[src/verilog/udp_tx_pkg.sv]
package udp_tx_pkg;

    //////////////////////////////////////////////////
    // frame constants

    localparam logic [7:0]  preamble_byte = 8'h55;
    localparam logic [7:0]  sfd_byte      = 8'hd5;
    localparam logic [15:0] eth_type_ipv4 = 16'h0800;

    // fixed ipv4 header fields
    localparam logic [7:0]  ip_ver_ihl    = 8'h45;   // v4, 5 words
    localparam logic [7:0]  ip_tos        = 8'h00;
    localparam logic [15:0] ip_flags_frag = 16'h4000; // don't fragment
    localparam logic [7:0]  ip_ttl        = 8'h40;
    localparam logic [7:0]  ip_proto_udp  = 8'd17;

    // section sizes in bytes unless noted
    localparam int preamble_bytes    = 8;   // incl sfd
    localparam int eth_hdr_bytes     = 14;
    localparam int ip_hdr_bytes      = 20;
    localparam int udp_hdr_bytes     = 8;
    localparam int hdr_words         = 7;   // ip + udp in 32-bit words
    localparam int min_payload_bytes = 18;  // keeps the frame at 64 bytes
    localparam int fcs_nibbles       = 8;

    //////////////////////////////////////////////////
    // types

    typedef logic [15:0] len_t;
    typedef logic [2:0]  hdr_idx_t;

    // one header word, summed as halves or sent as bytes
    typedef union packed {
        logic [31:0]      word;
        logic [1:0][15:0] half;   // [1] is the upper half
        logic [3:0][7:0]  bytes;  // [3] goes on the wire first
    } hdr_word_u;

    typedef enum logic [2:0] {
        idle,
        checksum,
        preamble,
        eth_hdr,
        ip_udp_hdr,
        payload,
        fcs
    } frame_state_e;

    // crc-32 as used for the ethernet fcs
    localparam logic [31:0] crc_poly = 32'h04c1_1db7;
    localparam logic [31:0] crc_init = 32'hffff_ffff;

endpackage

[src/verilog/udp_hdr_if.sv]
interface udp_hdr_if import udp_tx_pkg::*; ();

    // from the sequencer
    logic      start;        // one cycle, new frame
    hdr_idx_t  hdr_idx;      // word being sent

    // from the header registers
    hdr_word_u hdr_word;     // word at hdr_idx
    len_t      payload_len;  // latched byte count
    logic      hdr_ready;    // checksum written, one cycle

    modport regs (
        input  start,
        input  hdr_idx,
        output hdr_word,
        output payload_len,
        output hdr_ready
    );

    modport seq (
        output start,
        output hdr_idx,
        input  hdr_word,
        input  payload_len,
        input  hdr_ready
    );

endinterface

[src/verilog/udp_crc_if.sv]
interface udp_crc_if ();

    logic        crc_clr;     // back to the init value
    logic        crc_en;      // absorb crc_nibble this cycle
    logic [3:0]  crc_nibble;  // bit 0 is first on the wire
    logic [31:0] crc_value;

    modport seq (
        output crc_clr,
        output crc_en,
        output crc_nibble,
        input  crc_value
    );

    modport crc (
        input  crc_clr,
        input  crc_en,
        input  crc_nibble,
        output crc_value
    );

endinterface

[src/verilog/udp_hdr_regs.sv]
module udp_hdr_regs import udp_tx_pkg::*; #(
    parameter logic [31:0] board_ip   = 32'hc0a8_0002,
    parameter logic [31:0] pc_ip      = 32'hc0a8_0001,
    parameter logic [15:0] board_port = 16'd1234,
    parameter logic [15:0] pc_port    = 16'd1234
) (
    input  logic   sys_clk,
    input  logic   sys_rst_n,
    input  len_t   send_data_num,
    udp_hdr_if.regs hdr
);

    hdr_word_u   words [hdr_words];  // ip header, then udp header
    len_t        ip_len;
    len_t        udp_len;
    logic [15:0] ident;              // identification field
    logic [2:0]  ck_step;            // sum, fold, write
    logic [19:0] sum_all;            // ten halves, carries kept
    logic [19:0] csum;

    assign ip_len  = send_data_num + len_t'(ip_hdr_bytes + udp_hdr_bytes);
    assign udp_len = send_data_num + len_t'(udp_hdr_bytes);

    //////////////////////////////////////////////////
    // control

    always_ff @(posedge sys_clk or negedge sys_rst_n) begin
        if (!sys_rst_n) begin
            ident         <= '0;
            ck_step       <= '0;
            hdr.hdr_ready <= 1'b0;
        end else begin
            ck_step       <= {ck_step[1:0], hdr.start};
            hdr.hdr_ready <= ck_step[2];  // same edge as the checksum write
            if (hdr.start) begin
                ident <= ident + 16'd1;
            end
        end
    end

    //////////////////////////////////////////////////
    // header words

    always_ff @(posedge sys_clk) begin
        if (hdr.start) begin
            hdr.payload_len <= send_data_num;
            words[0].word   <= {ip_ver_ihl, ip_tos, ip_len};
            words[1].word   <= {ident + 16'd1, ip_flags_frag};
            words[2].word   <= {ip_ttl, ip_proto_udp, 16'h0000};  // checksum slot zero
            words[3].word   <= board_ip;
            words[4].word   <= pc_ip;
            words[5].word   <= {board_port, pc_port};
            words[6].word   <= {udp_len, 16'h0000};                // udp checksum unused
        end else if (ck_step[2]) begin
            words[2].half[0] <= ~(csum[15:0] + 16'(csum[19:16]));  // second fold
        end
    end

    // ones-complement sum over the ip header halves
    always_comb begin
        sum_all = '0;
        for (int i = 0; i < ip_hdr_bytes / 4; i++) begin
            sum_all = sum_all + 20'(words[i].half[1]) + 20'(words[i].half[0]);
        end
    end

    always_ff @(posedge sys_clk) begin
        if (ck_step[0]) begin
            csum <= sum_all;
        end else if (ck_step[1]) begin
            csum <= 20'(csum[15:0]) + 20'(csum[19:16]);  // first fold
        end
    end

    assign hdr.hdr_word = words[hdr.hdr_idx];

endmodule

[src/verilog/udp_frame_seq.sv]
module udp_frame_seq import udp_tx_pkg::*; #(
    parameter logic [47:0] board_mac = 48'h00_0a_35_01_fe_c0,
    parameter logic [47:0] pc_mac    = 48'hff_ff_ff_ff_ff_ff
) (
    input  logic        sys_clk,
    input  logic        sys_rst_n,
    input  logic        send_en,
    input  logic [31:0] send_data,
    udp_hdr_if.seq      hdr,
    udp_crc_if.seq      crc,
    output logic        read_data_req,
    output logic        eth_tx_en,
    output logic        send_end,
    output logic [3:0]  eth_tx_data
);

    // dest mac, src mac, ethertype in wire order
    localparam logic [8*eth_hdr_bytes-1:0] eth_hdr_vec = {pc_mac, board_mac, eth_type_ipv4};
    localparam len_t hdr_len = len_t'(ip_hdr_bytes + udp_hdr_bytes);

    frame_state_e state;
    frame_state_e next_state;
    logic         send_en_d;
    logic         rise;
    logic         nib;        // 0 = low nibble of the byte
    len_t         byte_cnt;   // byte within the current section
    len_t         sec_len;
    len_t         pad_len;
    logic         sec_last;
    logic         tx_active;
    logic         req_now;
    logic         word_load;
    logic [31:0]  data_word;  // payload word being sent
    logic [7:0]   tx_byte;
    logic [3:0]   tx_nibble;
    logic [3:0]   fcs_bits;

    assign rise = send_en && !send_en_d;

    assign pad_len = (hdr.payload_len >= len_t'(min_payload_bytes)) ?
                     hdr.payload_len : len_t'(min_payload_bytes);

    //////////////////////////////////////////////////
    // state and counters

    always_comb begin
        case (state)
            preamble:   sec_len = len_t'(preamble_bytes);
            eth_hdr:    sec_len = len_t'(eth_hdr_bytes);
            ip_udp_hdr: sec_len = hdr_len;
            payload:    sec_len = pad_len;
            fcs:        sec_len = len_t'(fcs_nibbles / 2);
            default:    sec_len = len_t'(1);
        endcase
    end

    assign sec_last = nib && (byte_cnt == sec_len - len_t'(1));

    always_comb begin
        next_state = state;
        case (state)
            idle:       if (rise) next_state = checksum;
            checksum:   if (hdr.hdr_ready) next_state = preamble;
            preamble:   if (sec_last) next_state = eth_hdr;
            eth_hdr:    if (sec_last) next_state = ip_udp_hdr;
            ip_udp_hdr: if (sec_last) next_state = payload;
            payload:    if (sec_last) next_state = fcs;
            fcs:        if (sec_last) next_state = idle;
            default:    next_state = idle;
        endcase
    end

    always_ff @(posedge sys_clk or negedge sys_rst_n) begin
        if (!sys_rst_n) begin
            state     <= idle;
            send_en_d <= 1'b0;
            hdr.start <= 1'b0;
            nib       <= 1'b0;
            byte_cnt  <= '0;
        end else begin
            state     <= next_state;
            send_en_d <= send_en;
            hdr.start <= (state == idle) && rise;  // edges mid-frame are dropped
            if (state == idle || state == checksum || sec_last) begin
                nib      <= 1'b0;
                byte_cnt <= '0;
            end else begin
                nib <= !nib;
                if (nib) begin
                    byte_cnt <= byte_cnt + len_t'(1);
                end
            end
        end
    end

    //////////////////////////////////////////////////
    // payload fetch

    // ask for word w two bytes before it is due
    assign req_now = !nib && byte_cnt[1:0] == 2'd2 &&
                     ((state == ip_udp_hdr && byte_cnt == hdr_len - len_t'(2) &&
                       hdr.payload_len != '0) ||
                      (state == payload &&
                       {1'b0, byte_cnt} + 17'd2 < {1'b0, hdr.payload_len}));

    // take the new word as the previous one finishes
    assign word_load = (state == ip_udp_hdr && sec_last) ||
                       (state == payload && nib && byte_cnt[1:0] == 2'd3);

    always_ff @(posedge sys_clk) begin
        if (word_load) begin
            data_word <= send_data;
        end
    end

    //////////////////////////////////////////////////
    // nibble select

    assign hdr.hdr_idx = byte_cnt[4:2];
    assign fcs_bits = crc.crc_value[(fcs_nibbles - 1 - {byte_cnt[1:0], nib}) * 4 +: 4];

    always_comb begin
        tx_byte = '0;
        case (state)
            preamble: begin
                tx_byte = (byte_cnt == len_t'(preamble_bytes - 1)) ? sfd_byte : preamble_byte;
            end
            eth_hdr:    tx_byte = eth_hdr_vec[(eth_hdr_bytes - 1 - byte_cnt[3:0]) * 8 +: 8];
            ip_udp_hdr: tx_byte = hdr.hdr_word.bytes[3 - byte_cnt[1:0]];
            payload: begin
                if (byte_cnt < hdr.payload_len) begin  // zeros past the data
                    tx_byte = data_word[(3 - byte_cnt[1:0]) * 8 +: 8];
                end
            end
            default:    tx_byte = '0;
        endcase
        tx_nibble = nib ? tx_byte[7:4] : tx_byte[3:0];
        if (state == fcs) begin
            tx_nibble = ~{fcs_bits[0], fcs_bits[1], fcs_bits[2], fcs_bits[3]};
        end
    end

    assign tx_active = (state != idle) && (state != checksum);

    // crc covers dest mac through padding
    assign crc.crc_clr    = hdr.start;
    assign crc.crc_en     = (state == eth_hdr) || (state == ip_udp_hdr) || (state == payload);
    assign crc.crc_nibble = tx_nibble;

    //////////////////////////////////////////////////
    // outputs

    always_ff @(posedge sys_clk or negedge sys_rst_n) begin
        if (!sys_rst_n) begin
            eth_tx_en     <= 1'b0;
            eth_tx_data   <= '0;
            read_data_req <= 1'b0;
            send_end      <= 1'b0;
        end else begin
            eth_tx_en     <= tx_active;
            eth_tx_data   <= tx_nibble;
            read_data_req <= req_now;
            send_end      <= eth_tx_en && !tx_active;  // last nibble just left
        end
    end

endmodule

[src/verilog/eth_crc32_d4.sv]
module eth_crc32_d4 import udp_tx_pkg::*; (
    input  logic   sys_clk,
    input  logic   sys_rst_n,
    udp_crc_if.crc crc
);

    logic [31:0] crc_reg;
    logic [31:0] crc_step;

    //////////////////////////////////////////////////
    // four bits per clock

    // msb-first register, data bits in wire order
    always_comb begin
        crc_step = crc_reg;
        for (int i = 0; i < 4; i++) begin
            if (crc_step[31] ^ crc.crc_nibble[i]) begin
                crc_step = {crc_step[30:0], 1'b0} ^ crc_poly;
            end else begin
                crc_step = {crc_step[30:0], 1'b0};
            end
        end
    end

    always_ff @(posedge sys_clk or negedge sys_rst_n) begin
        if (!sys_rst_n) begin
            crc_reg <= crc_init;
        end else if (crc.crc_clr) begin
            crc_reg <= crc_init;   // new frame
        end else if (crc.crc_en) begin
            crc_reg <= crc_step;
        end
    end

    // fcs is the complement, taken by the sequencer
    assign crc.crc_value = crc_reg;

endmodule

[src/verilog/udp_tx_top.sv]
module udp_tx_top import udp_tx_pkg::*; #(
    parameter logic [47:0] board_mac  = 48'h00_0a_35_01_fe_c0,
    parameter logic [31:0] board_ip   = 32'hc0a8_0002,  // 192.168.0.2
    parameter logic [15:0] board_port = 16'd1234,
    parameter logic [47:0] pc_mac     = 48'hff_ff_ff_ff_ff_ff,
    parameter logic [31:0] pc_ip      = 32'hc0a8_0001,
    parameter logic [15:0] pc_port    = 16'd1234
) (
    input  logic        sys_clk,
    input  logic        sys_rst_n,
    input  logic        send_en,
    input  logic [31:0] send_data,
    input  len_t        send_data_num,
    output logic        send_end,
    output logic        read_data_req,
    output logic        eth_tx_en,
    output logic [3:0]  eth_tx_data
);

    udp_hdr_if u_hdr_if ();
    udp_crc_if u_crc_if ();

    // ip and udp header words, checksum
    udp_hdr_regs #(
        .board_ip   (board_ip),
        .pc_ip      (pc_ip),
        .board_port (board_port),
        .pc_port    (pc_port)
    ) u_hdr_regs (
        .sys_clk       (sys_clk),
        .sys_rst_n     (sys_rst_n),
        .send_data_num (send_data_num),
        .hdr           (u_hdr_if.regs)
    );

    udp_frame_seq #(
        .board_mac (board_mac),
        .pc_mac    (pc_mac)
    ) u_frame_seq (
        .sys_clk       (sys_clk),
        .sys_rst_n     (sys_rst_n),
        .send_en       (send_en),
        .send_data     (send_data),
        .hdr           (u_hdr_if.seq),
        .crc           (u_crc_if.seq),
        .read_data_req (read_data_req),
        .eth_tx_en     (eth_tx_en),
        .send_end      (send_end),
        .eth_tx_data   (eth_tx_data)
    );

    eth_crc32_d4 u_crc (
        .sys_clk   (sys_clk),
        .sys_rst_n (sys_rst_n),
        .crc       (u_crc_if.crc)
    );

endmodule

[config.mk]
export PLATFORM = sky130hd
export DESIGN_NAME = udp_tx_top
export DESIGN_NICKNAME = d
export VERILOG_FILES = /design/src/verilog/udp_tx_pkg.sv /design/src/verilog/udp_hdr_if.sv /design/src/verilog/udp_crc_if.sv /design/src/verilog/udp_hdr_regs.sv /design/src/verilog/udp_frame_seq.sv /design/src/verilog/eth_crc32_d4.sv /design/src/verilog/udp_tx_top.sv
export SDC_FILE = /design/constraint.sdc
export NUM_CORES = 1
export LEC_CHECK = 0
export CAP_MARGIN = 25
export CORE_ASPECT_RATIO = 0.75
export CORE_MARGIN = 2
export CORE_UTILIZATION = 40
export DETAILED_ROUTE_END_ITERATION = 7
export DONT_BUFFER_PORTS = 1
export PLACE_DENSITY = 0.59
export SLEW_MARGIN = 0
export SYNTH_ARGS = -nofsm -noshare
export SYNTH_HDL_FRONTEND = slang
export SYNTH_SLANG_ARGS = --single-unit
[constraint.sdc]
create_clock -name sys_clk -period 7.28 [get_ports sys_clk]
set_input_delay 0.728 -clock sys_clk [delete_from_list [all_inputs] [get_ports sys_clk]]
set_output_delay 0.728 -clock sys_clk [all_outputs]
set_load 0.05 [all_outputs]
==> flow_summary.yaml, run 1 <==
cts:
  cts.sinks: 231
  holdBufCountCts: 2
  post_cts_buffers: 0
  htreeDepth: 1
  clk_latency_ps: 560
  cts_tree: "built"
  cts-root-buf: "clkbuf_16"
  cts_buffers: 26
  cts.path.max_buffers: 3
  cts_resized: 0
  clk_pin_slew_ps: 70
global_routing:
  grt_pass1_vias: 11087
  grt_max_degree: 87
  met2_usage: 0.282
  grt_pass1_wl_mm: 66.4
  groute.layer.met1.usage: 0.339
  grt_overflow: 0
  grtUsageMet3: 0.0542
  grt_usage: 0.211
  antenna_found_initial: 1
  busiest_layer: "met1"
worst_setup_path:
  end_kind: "register"
  critPathKind: "reg2reg"
  r2r_end: "u_hdr_regs.csum[16]$_DFFE_PP_"
  cp-endpoint: "u_hdr_regs.csum[16]$_DFFE_PP_"
  path_common_cell: "fa_1"
  reg2reg_slack_ps: 2090
  worst_ep_arrival_time_ps: 5500
  worstPathMaxFanout: 8
  critPathRequiredTime_ps: 7600
  r2r-start: "u_hdr_regs.words[2][26]$_SDFFCE_PN0P_"
  startpoint: "u_hdr_regs.words[2][26]$_SDFFCE_PN0P_"
  worst_setup_path_start_kind: "register"
  cpPeakStageDelay_ps: 560
  worstPathCellList: "ha_1 > inv_1 > fa_1 > inv_1 > fa_1 > fa_1 > ha_1 > inv_1 > fa_1 > nor2b_1 > o21ai_0 > a21boi_0 > o21ai_0 > a21boi_0 > o2111ai_1 > a31oi_1 > a41oi_1 > a31o_2"
  slowest_stage: "fa_1"
  reg2regPathDepth: 18
logic_synthesis:
  synth_top_area_frac: 0.288
  yosys.area.top_type: "edfxtp_1"
  ys_ff_latch: 231
  yosysSeqAreaShare: 0.420
  syn-cell-area_um2: 15600
  postSynth.asyncResetShare: 0.351
  ys_warn_count: 0
  yosysMostFrequentCell: "edfxtp_1"
  synth_edf_count: 150
  ys_top_cells_by_area: "edfxtp_1 (29%), dfrtp_1 (7.8%), ha_1 (7.1%), dfstp_2 (5.4%), fa_1 (5.4%)"
  synth_common_cells: "edfxtp_1 (150), nor2_1 (117), nand2_1 (114)"
  synth_cells: 1507
  synth_ff_type: "edfxtp_1"
  synth.avg_cell_area_um2: 10.4
  synthDistinctLibCells: 91
power_and_ir_drop:
  p_int_uw: 3770
  pwr_density_cell_nw_per_um2: 375
  p_leak_uw: 0.00675
  seqPwrFrac: 0.301
  peakVddDrop_mv: 0.290
  p_switching_uw: 2640
  switching_share: 0.412
  combPwrFrac: 0.489
  total_power_uw: 6410
  p_clk_frac: 0.210
place:
  pre_cts_slack_ps: 2070
  routabilityCongestion: 0.893
  io_buffers: 0
  place_area_um2: 16100
  placed_cells: 1966
  hpwl_mm: 31.2
detailed_routing:
  avgViaCountPerCell: 5.73
  wl_per_cell_um: 21.2
  drtAntennaViolNets: 0
  firstDrtPassIters: 5
  vias: 11571
  drt-initial-drc-count: 1378
  drt-total-wl_mm: 42.9
  drc_errors: 0
floorplan:
  dieArea_um2: 40700
  start_util: 0.407
  chipWidth_um: 232
  ios: 58
  core_um2: 38400
  num_rows: 62
  die_h_um: 175
cells_and_area:
  multi_input_area_um2: 8380
  post-route-cell-area_um2: 17100
  fin_cells: 2020
  drive_gt1_frac: 0.0969
  fin_nets: 1668
  area_growth_pct: 9.22
  nFillCells: 3585
  regArea_um2: 6580
sta:
  skew_ps: 10.8
  slew_headroom: 0.385
  finalSetupViolations: 0
  worst_slew_pin_slew_ps: 921
  period_needed_ps: 5190
  worst_slack_ps: 2090
  setup_tns_ps: 0
  rsz0062_at_grt: "false"
  finalMaxSlewViolations: 0
  clock.fmax_mhz: 193
  min_period_over_period: 0.713
  finalHoldViolations: 0
hold_path:
  hp-class: "in2async"
status:
  status: "finished clean"
run:
  drv_cap: 0
-- area by class of cell --
class,instances,share of cell area
multi-input combinational,1096,0.490
sequential,231,0.385
clock buffer,33,0.0402
tap,512,0.0375
inverter,113,0.0248
timing repair buffer,18,0.0117
clock inverter,15,0.0100
antenna,2,0.000293
-- metal layers --
layer  share of wire  vias up  wire, um
li1                -     5366         -
met1            0.49     5723     21200
met2            0.40      427     17200
met3           0.092       55      3960
met4           0.014        0       597
met5               0        -         0
-- layout by cell type, fill, tap and decap left out, drive strengths merged, types with 23 or more instances in the layout --
| master | synthesis | layout |
|---|---|---|
| nand3 | 41 | 41 |
| nand2 | 114 | 114 |
| and3 | 23 | 23 |
| fa | 42 | 42 |
| edfxtp | 150 | 150 |
| clkbuf | 46 | 33 |
| a21oi | 68 | 68 |
| ha | 89 | 89 |
| o21ai | 52 | 52 |
| nand4 | 25 | 25 |
| nor2 | 117 | 117 |
| dfstp | 32 | 32 |
| xor2 | 65 | 65 |
| inv | 109 | 109 |
| dfrtp | 49 | 49 |
| xnor2 | 80 | 80 |
| nor3 | 34 | 34 |
-- power groups by stage --
stage	registers, uW	logic, uW	clock network [uW]
floorplan	1860	2390	0
global placement	1940	3020	0
detailed placement	1950	3070	0
CTS	1930	3100	1370
global route	1960	3450	1420
finish	1930	3130	1350
-- per-stage QoR --
step,utilization,hold slack [ps]
finish,0.445,43.4
global route,0.445,43.0
CTS,0.444,36.1
detailed placement,0.420,372
global placement,0.420,354
floorplan,-,346
-- logic make-up (layout without fill, tap and decap cells) --
family,Yosys count,in the layout,synth area share
adders and majority gates,131,131,0.125
other,2,12,0.000480
and+or+nand+nor,484,484,0.158
muxes,47,47,0.0424
AOI/OAI and AO/OA,277,277,0.120
xor gates and xnor gates,147,147,0.0858
DFF,231,231,0.420
buffers and inverters,188,179,0.0476
-- registers in the layout (all words and copies together) (netlist names), 3 cells and up --
| signal | flops |
|---|---|
| u_frame_seq.eth_tx_data | 4 |
| u_hdr_regs.ident | 16 |
| u_crc.crc.crc_value | 32 |
| u_frame_seq.state | 3 |
| u_frame_seq.byte_cnt | 16 |
| u_hdr_regs.words | 82 |
| u_frame_seq.data_word | 32 |
| u_hdr_regs.csum | 20 |
| u_hdr_regs.hdr.payload_len | 16 |
| u_hdr_regs.ck_step | 3 |
-- critical path, delay by kind of cell (launching register included) --
family,cells,cell delay [ps]
flip-flops,1,530
AO/OA/AOI/OAI,8,1870
adder cells (fa/ha/maj),6,2270
buffers and inverters,3,150
AND/OR/NAND/NOR,1,120
-- worst min path at each step --
| stage | start | to | cells past startpoint |
|---|---|---|---|
| floorplan | u_hdr_regs.ck_step[1]$_DFF_PN0_ | u_hdr_regs.ck_step[2]$_DFF_PN0_ | 0 |
| global placement | u_hdr_regs.ck_step[1]$_DFF_PN0_ | u_hdr_regs.ck_step[2]$_DFF_PN0_ | 0 |
| detailed placement | u_hdr_regs.ck_step[1]$_DFF_PN0_ | u_hdr_regs.ck_step[2]$_DFF_PN0_ | 0 |
| CTS | sys_rst_n | u_frame_seq.eth_tx_data[3]$_DFF_PN0_ | 1 |
| global route | sys_rst_n | u_frame_seq.eth_tx_data[3]$_DFF_PN0_ | 1 |
| finish | sys_rst_n | u_frame_seq.eth_tx_data[3]$_DFF_PN0_ | 1 |
No activity file was read; power rests on OpenSTA's default activity.
==> run 2, diff against run 1 <==
Settings changed: PLACE_DENSITY 0.59 to 0.61.
Clock period 7.28 ns to 4.5 ns, I/O delays scaled along.
==> run 2 against run 1 <==
The flow now finishes with violations (setup timing); register-to-register slack worse by 2100 ps; non-clock buffer count is 111 higher; combinational power is 75% higher; core utilization is 2.9 points higher; clock power is 76% higher; largest power group unchanged.
==> flow_summary.yaml, run 2 (synthesized netlist as in run 1, its figures left out) <==
power_and_ir_drop:
  switching_share: 0.407
  total_power_uw: 11000
  seqPwrFrac: 0.286
  combPwrFrac: 0.499
  p_switching_uw: 4480
  peakVddDrop_mv: 0.392
  p_leak_uw: 0.00729
  p_clk_frac: 0.215
  pwr_density_cell_nw_per_um2: 606
  p_int_uw: 6540
cells_and_area:
  largest_reg_flops: 82
  final_common_cell: "edfxtp_1"
  insertedDiodeCount: 0
  fin_cells: 2127
  regMostFlops: "u_hdr_regs.words"
  final_cell_mix: "edfxtp_1 (150), nor2_1 (116), nand2_1 (114), inv_1 (106), ha_1 (86)"
  area_growth_pct: 16.2
  fin_nets: 1778
  drive_gt1_frac: 0.141
worst_setup_path:
  cp.depth: 19
  reg2reg_slack_ps: -30
  end_kind: "register"
  startpoint: "u_hdr_regs.words[2][26]$_SDFFCE_PN0P_"
  cp-endpoint: "u_hdr_regs.csum[16]$_DFFE_PP_"
  slowest_stage: "fa_1"
  critPathRequiredTime_ps: 4820
  worst_ep_arrival_time_ps: 4850
  r2r-start: "u_hdr_regs.words[2][26]$_SDFFCE_PN0P_"
  r2r_end: "u_hdr_regs.csum[16]$_DFFE_PP_"
  critPathKind: "reg2reg"
  worstPathMaxFanout: 3
  crit_family: "adder cells"
  cpPeakStageDelay_ps: 540
  worstPathCellList: "ha_2 > inv_2 > fa_1 > inv_2 > fa_1 > fa_1 > ha_2 > inv_2 > fa_2 > nor2b_1 > o21ai_1 > a21boi_1 > o21ai_2 > a21boi_2 > o2111ai_2 > a31oi_4 > a21o_1 > a211o_1 > a31o_2"
  worst_setup_path_start_kind: "register"
  path_buf_inv: 3
  reg2regPathDepth: 19
detailed_routing:
  drt-initial-drc-count: 1452
  firstDrtPassIters: 7
  drt-total-wl_mm: 44.5
  drtAntennaViolNets: 0
  wl_met3_mm: 4.48
  drc_errors: 0
  vias: 12089
  highest_layer: "met5"
  wl_met1_mm: 21.4
  wl_per_cell_um: 20.9
  avgViaCountPerCell: 5.68
  wl_met2_mm: 17.9
sta:
  period_needed_ps: 4530
  worst_slew_pin_slew_ps: 1020
  finalHoldViolations: 0
  worst_slack_ps: -30.7
  rsz0062_at_grt: "true"
  min_period_over_period: 1.01
  finalSetupViolations: 1
  finalMaxSlewViolations: 0
  skew_ps: 11.3
  slew_headroom: 0.319
  clock.fmax_mhz: 221
floorplan:
  num_rows: 62
  dieArea_um2: 40700
  start_util: 0.407
  ios: 58
  die_h_um: 175
  core_um2: 38400
  chipWidth_um: 232
global_routing:
  grt_pass1_vias: 11680
  antenna_found_initial: 2
  grt_max_degree: 94
  grt_overflow: 0
  grt_usage: 0.220
  grt_pass1_wl_mm: 69.4
cts:
  cts.sinks: 231
  clk_pin_slew_ps: 70
  cts-root-buf: "clkbuf_16"
  htreeDepth: 1
  clk_latency_ps: 560
  cts_buffers: 25
  cts_tree: "built"
  cts.path.max_buffers: 3
place:
  hpwl_mm: 32.0
  placed_cells: 2022
  routabilityCongestion: 0.930
  io_buffers: 0
  pre_cts_slack_ps: -184
hold_path:
  hp-class: "in2reg"
  holdPathStages: 1
  min_from: "send_data_num[3]"
status:
  status: "finished with violations"
  violations: "setup timing"
run:
  drv_cap: 0
## run 2: changes by cell type in the layout (fill, tap and decap cells not counted), moves of 3 or more
cell           before  now
a21oi_1            66   63
a21oi_2             0    3
buf_4              14   76
bufinv_16           3    7
clkbuf_1            6    3
dlygate4sd3_1       0   50
ha_1               89   86
inv_1             109  106
inv_2               0    3
o21ai_0            47   43
## run 2: per-stage QoR
step	instance area (um2)	hold slack, ps	util	setup TNS [ps]
3_3_place_gp	16600	160	0.432	-240
3_5_place_dp	16600	156	0.432	-553
5_1_grt	18200	63.9	0.473	-488
6_report	18200	77.1	0.473	-30.7
2_1_floorplan	15700	154	-	0
4_1_cts	18100	57.8	0.471	0
## run 2: worst min-delay path by stage
| stage | endpoint | slack [ps] |
|---|---|---|
| 6_report | u_hdr_regs.words[6][19]$_DFFE_PP_ | 80 |
| 5_1_grt | u_hdr_regs.words[6][19]$_DFFE_PP_ | 60 |
| 4_1_cts | u_hdr_regs.words[6][19]$_DFFE_PP_ | 60 |
| 3_5_place_dp | u_frame_seq.eth_tx_data[3]$_DFF_PN0_ | 160 |
| 3_3_place_gp | u_frame_seq.eth_tx_data[3]$_DFF_PN0_ | 160 |
| 2_1_floorplan | u_frame_seq.byte_cnt[0]$_DFFE_PN0N_ | 150 |
## run 2: timing repair
action	in CTS	in global routing
hold endpoints to repair	130	0
hold buffers	51	0
pin swaps	10	11
gates resized for setup	7	16
buffers inserted	1	7
setup endpoints to repair	5	44
## run 2: area by class of cell
type	count	area, um2
Inverter	113	424
Fill cell	3509	20200
Tap cell	512	641
Sequential cell	231	6580
Timing Repair Buffer	129	1140
Clock buffer	28	637
Clock inverter	18	287
Multi-Input combinational cell	1096	8480
## run 2: worst register-to-register path: stages (launching register included)
cell,delay [ps]
edfxtp_1,370
ha_2,180
inv_2,40
fa_1,490
inv_2,40
fa_1,540
fa_1,420
ha_2,210
inv_2,60
fa_2,190
nor2b_1,50
o21ai_1,180
a21boi_1,130
o21ai_2,180
a21boi_2,100
o2111ai_2,270
a31oi_4,140
a21o_1,190
a211o_1,290
a31o_2,240
## run 2: per-layer routing
| layer | vias up | GRT usage |
|---|---|---|
| met3 | 53 | 0.0554 |
| met1 | 5947 | 0.352 |
| met4 | 2 | 0.0361 |
| met5 | - | 0 |
| met2 | 519 | 0.299 |
| li1 | 5568 | - |
## run 2: power groups by stage
stage / logic, uW / registers, uW / clock network, uW
after global placement: 5130 / 3170 / 0
after global routing: 6000 / 3190 / 2490
final: 5490 / 3150 / 2370
after floorplan: 3890 / 3000 / 0
after detailed placement: 5230 / 3190 / 0
after CTS: 5360 / 3140 / 2400
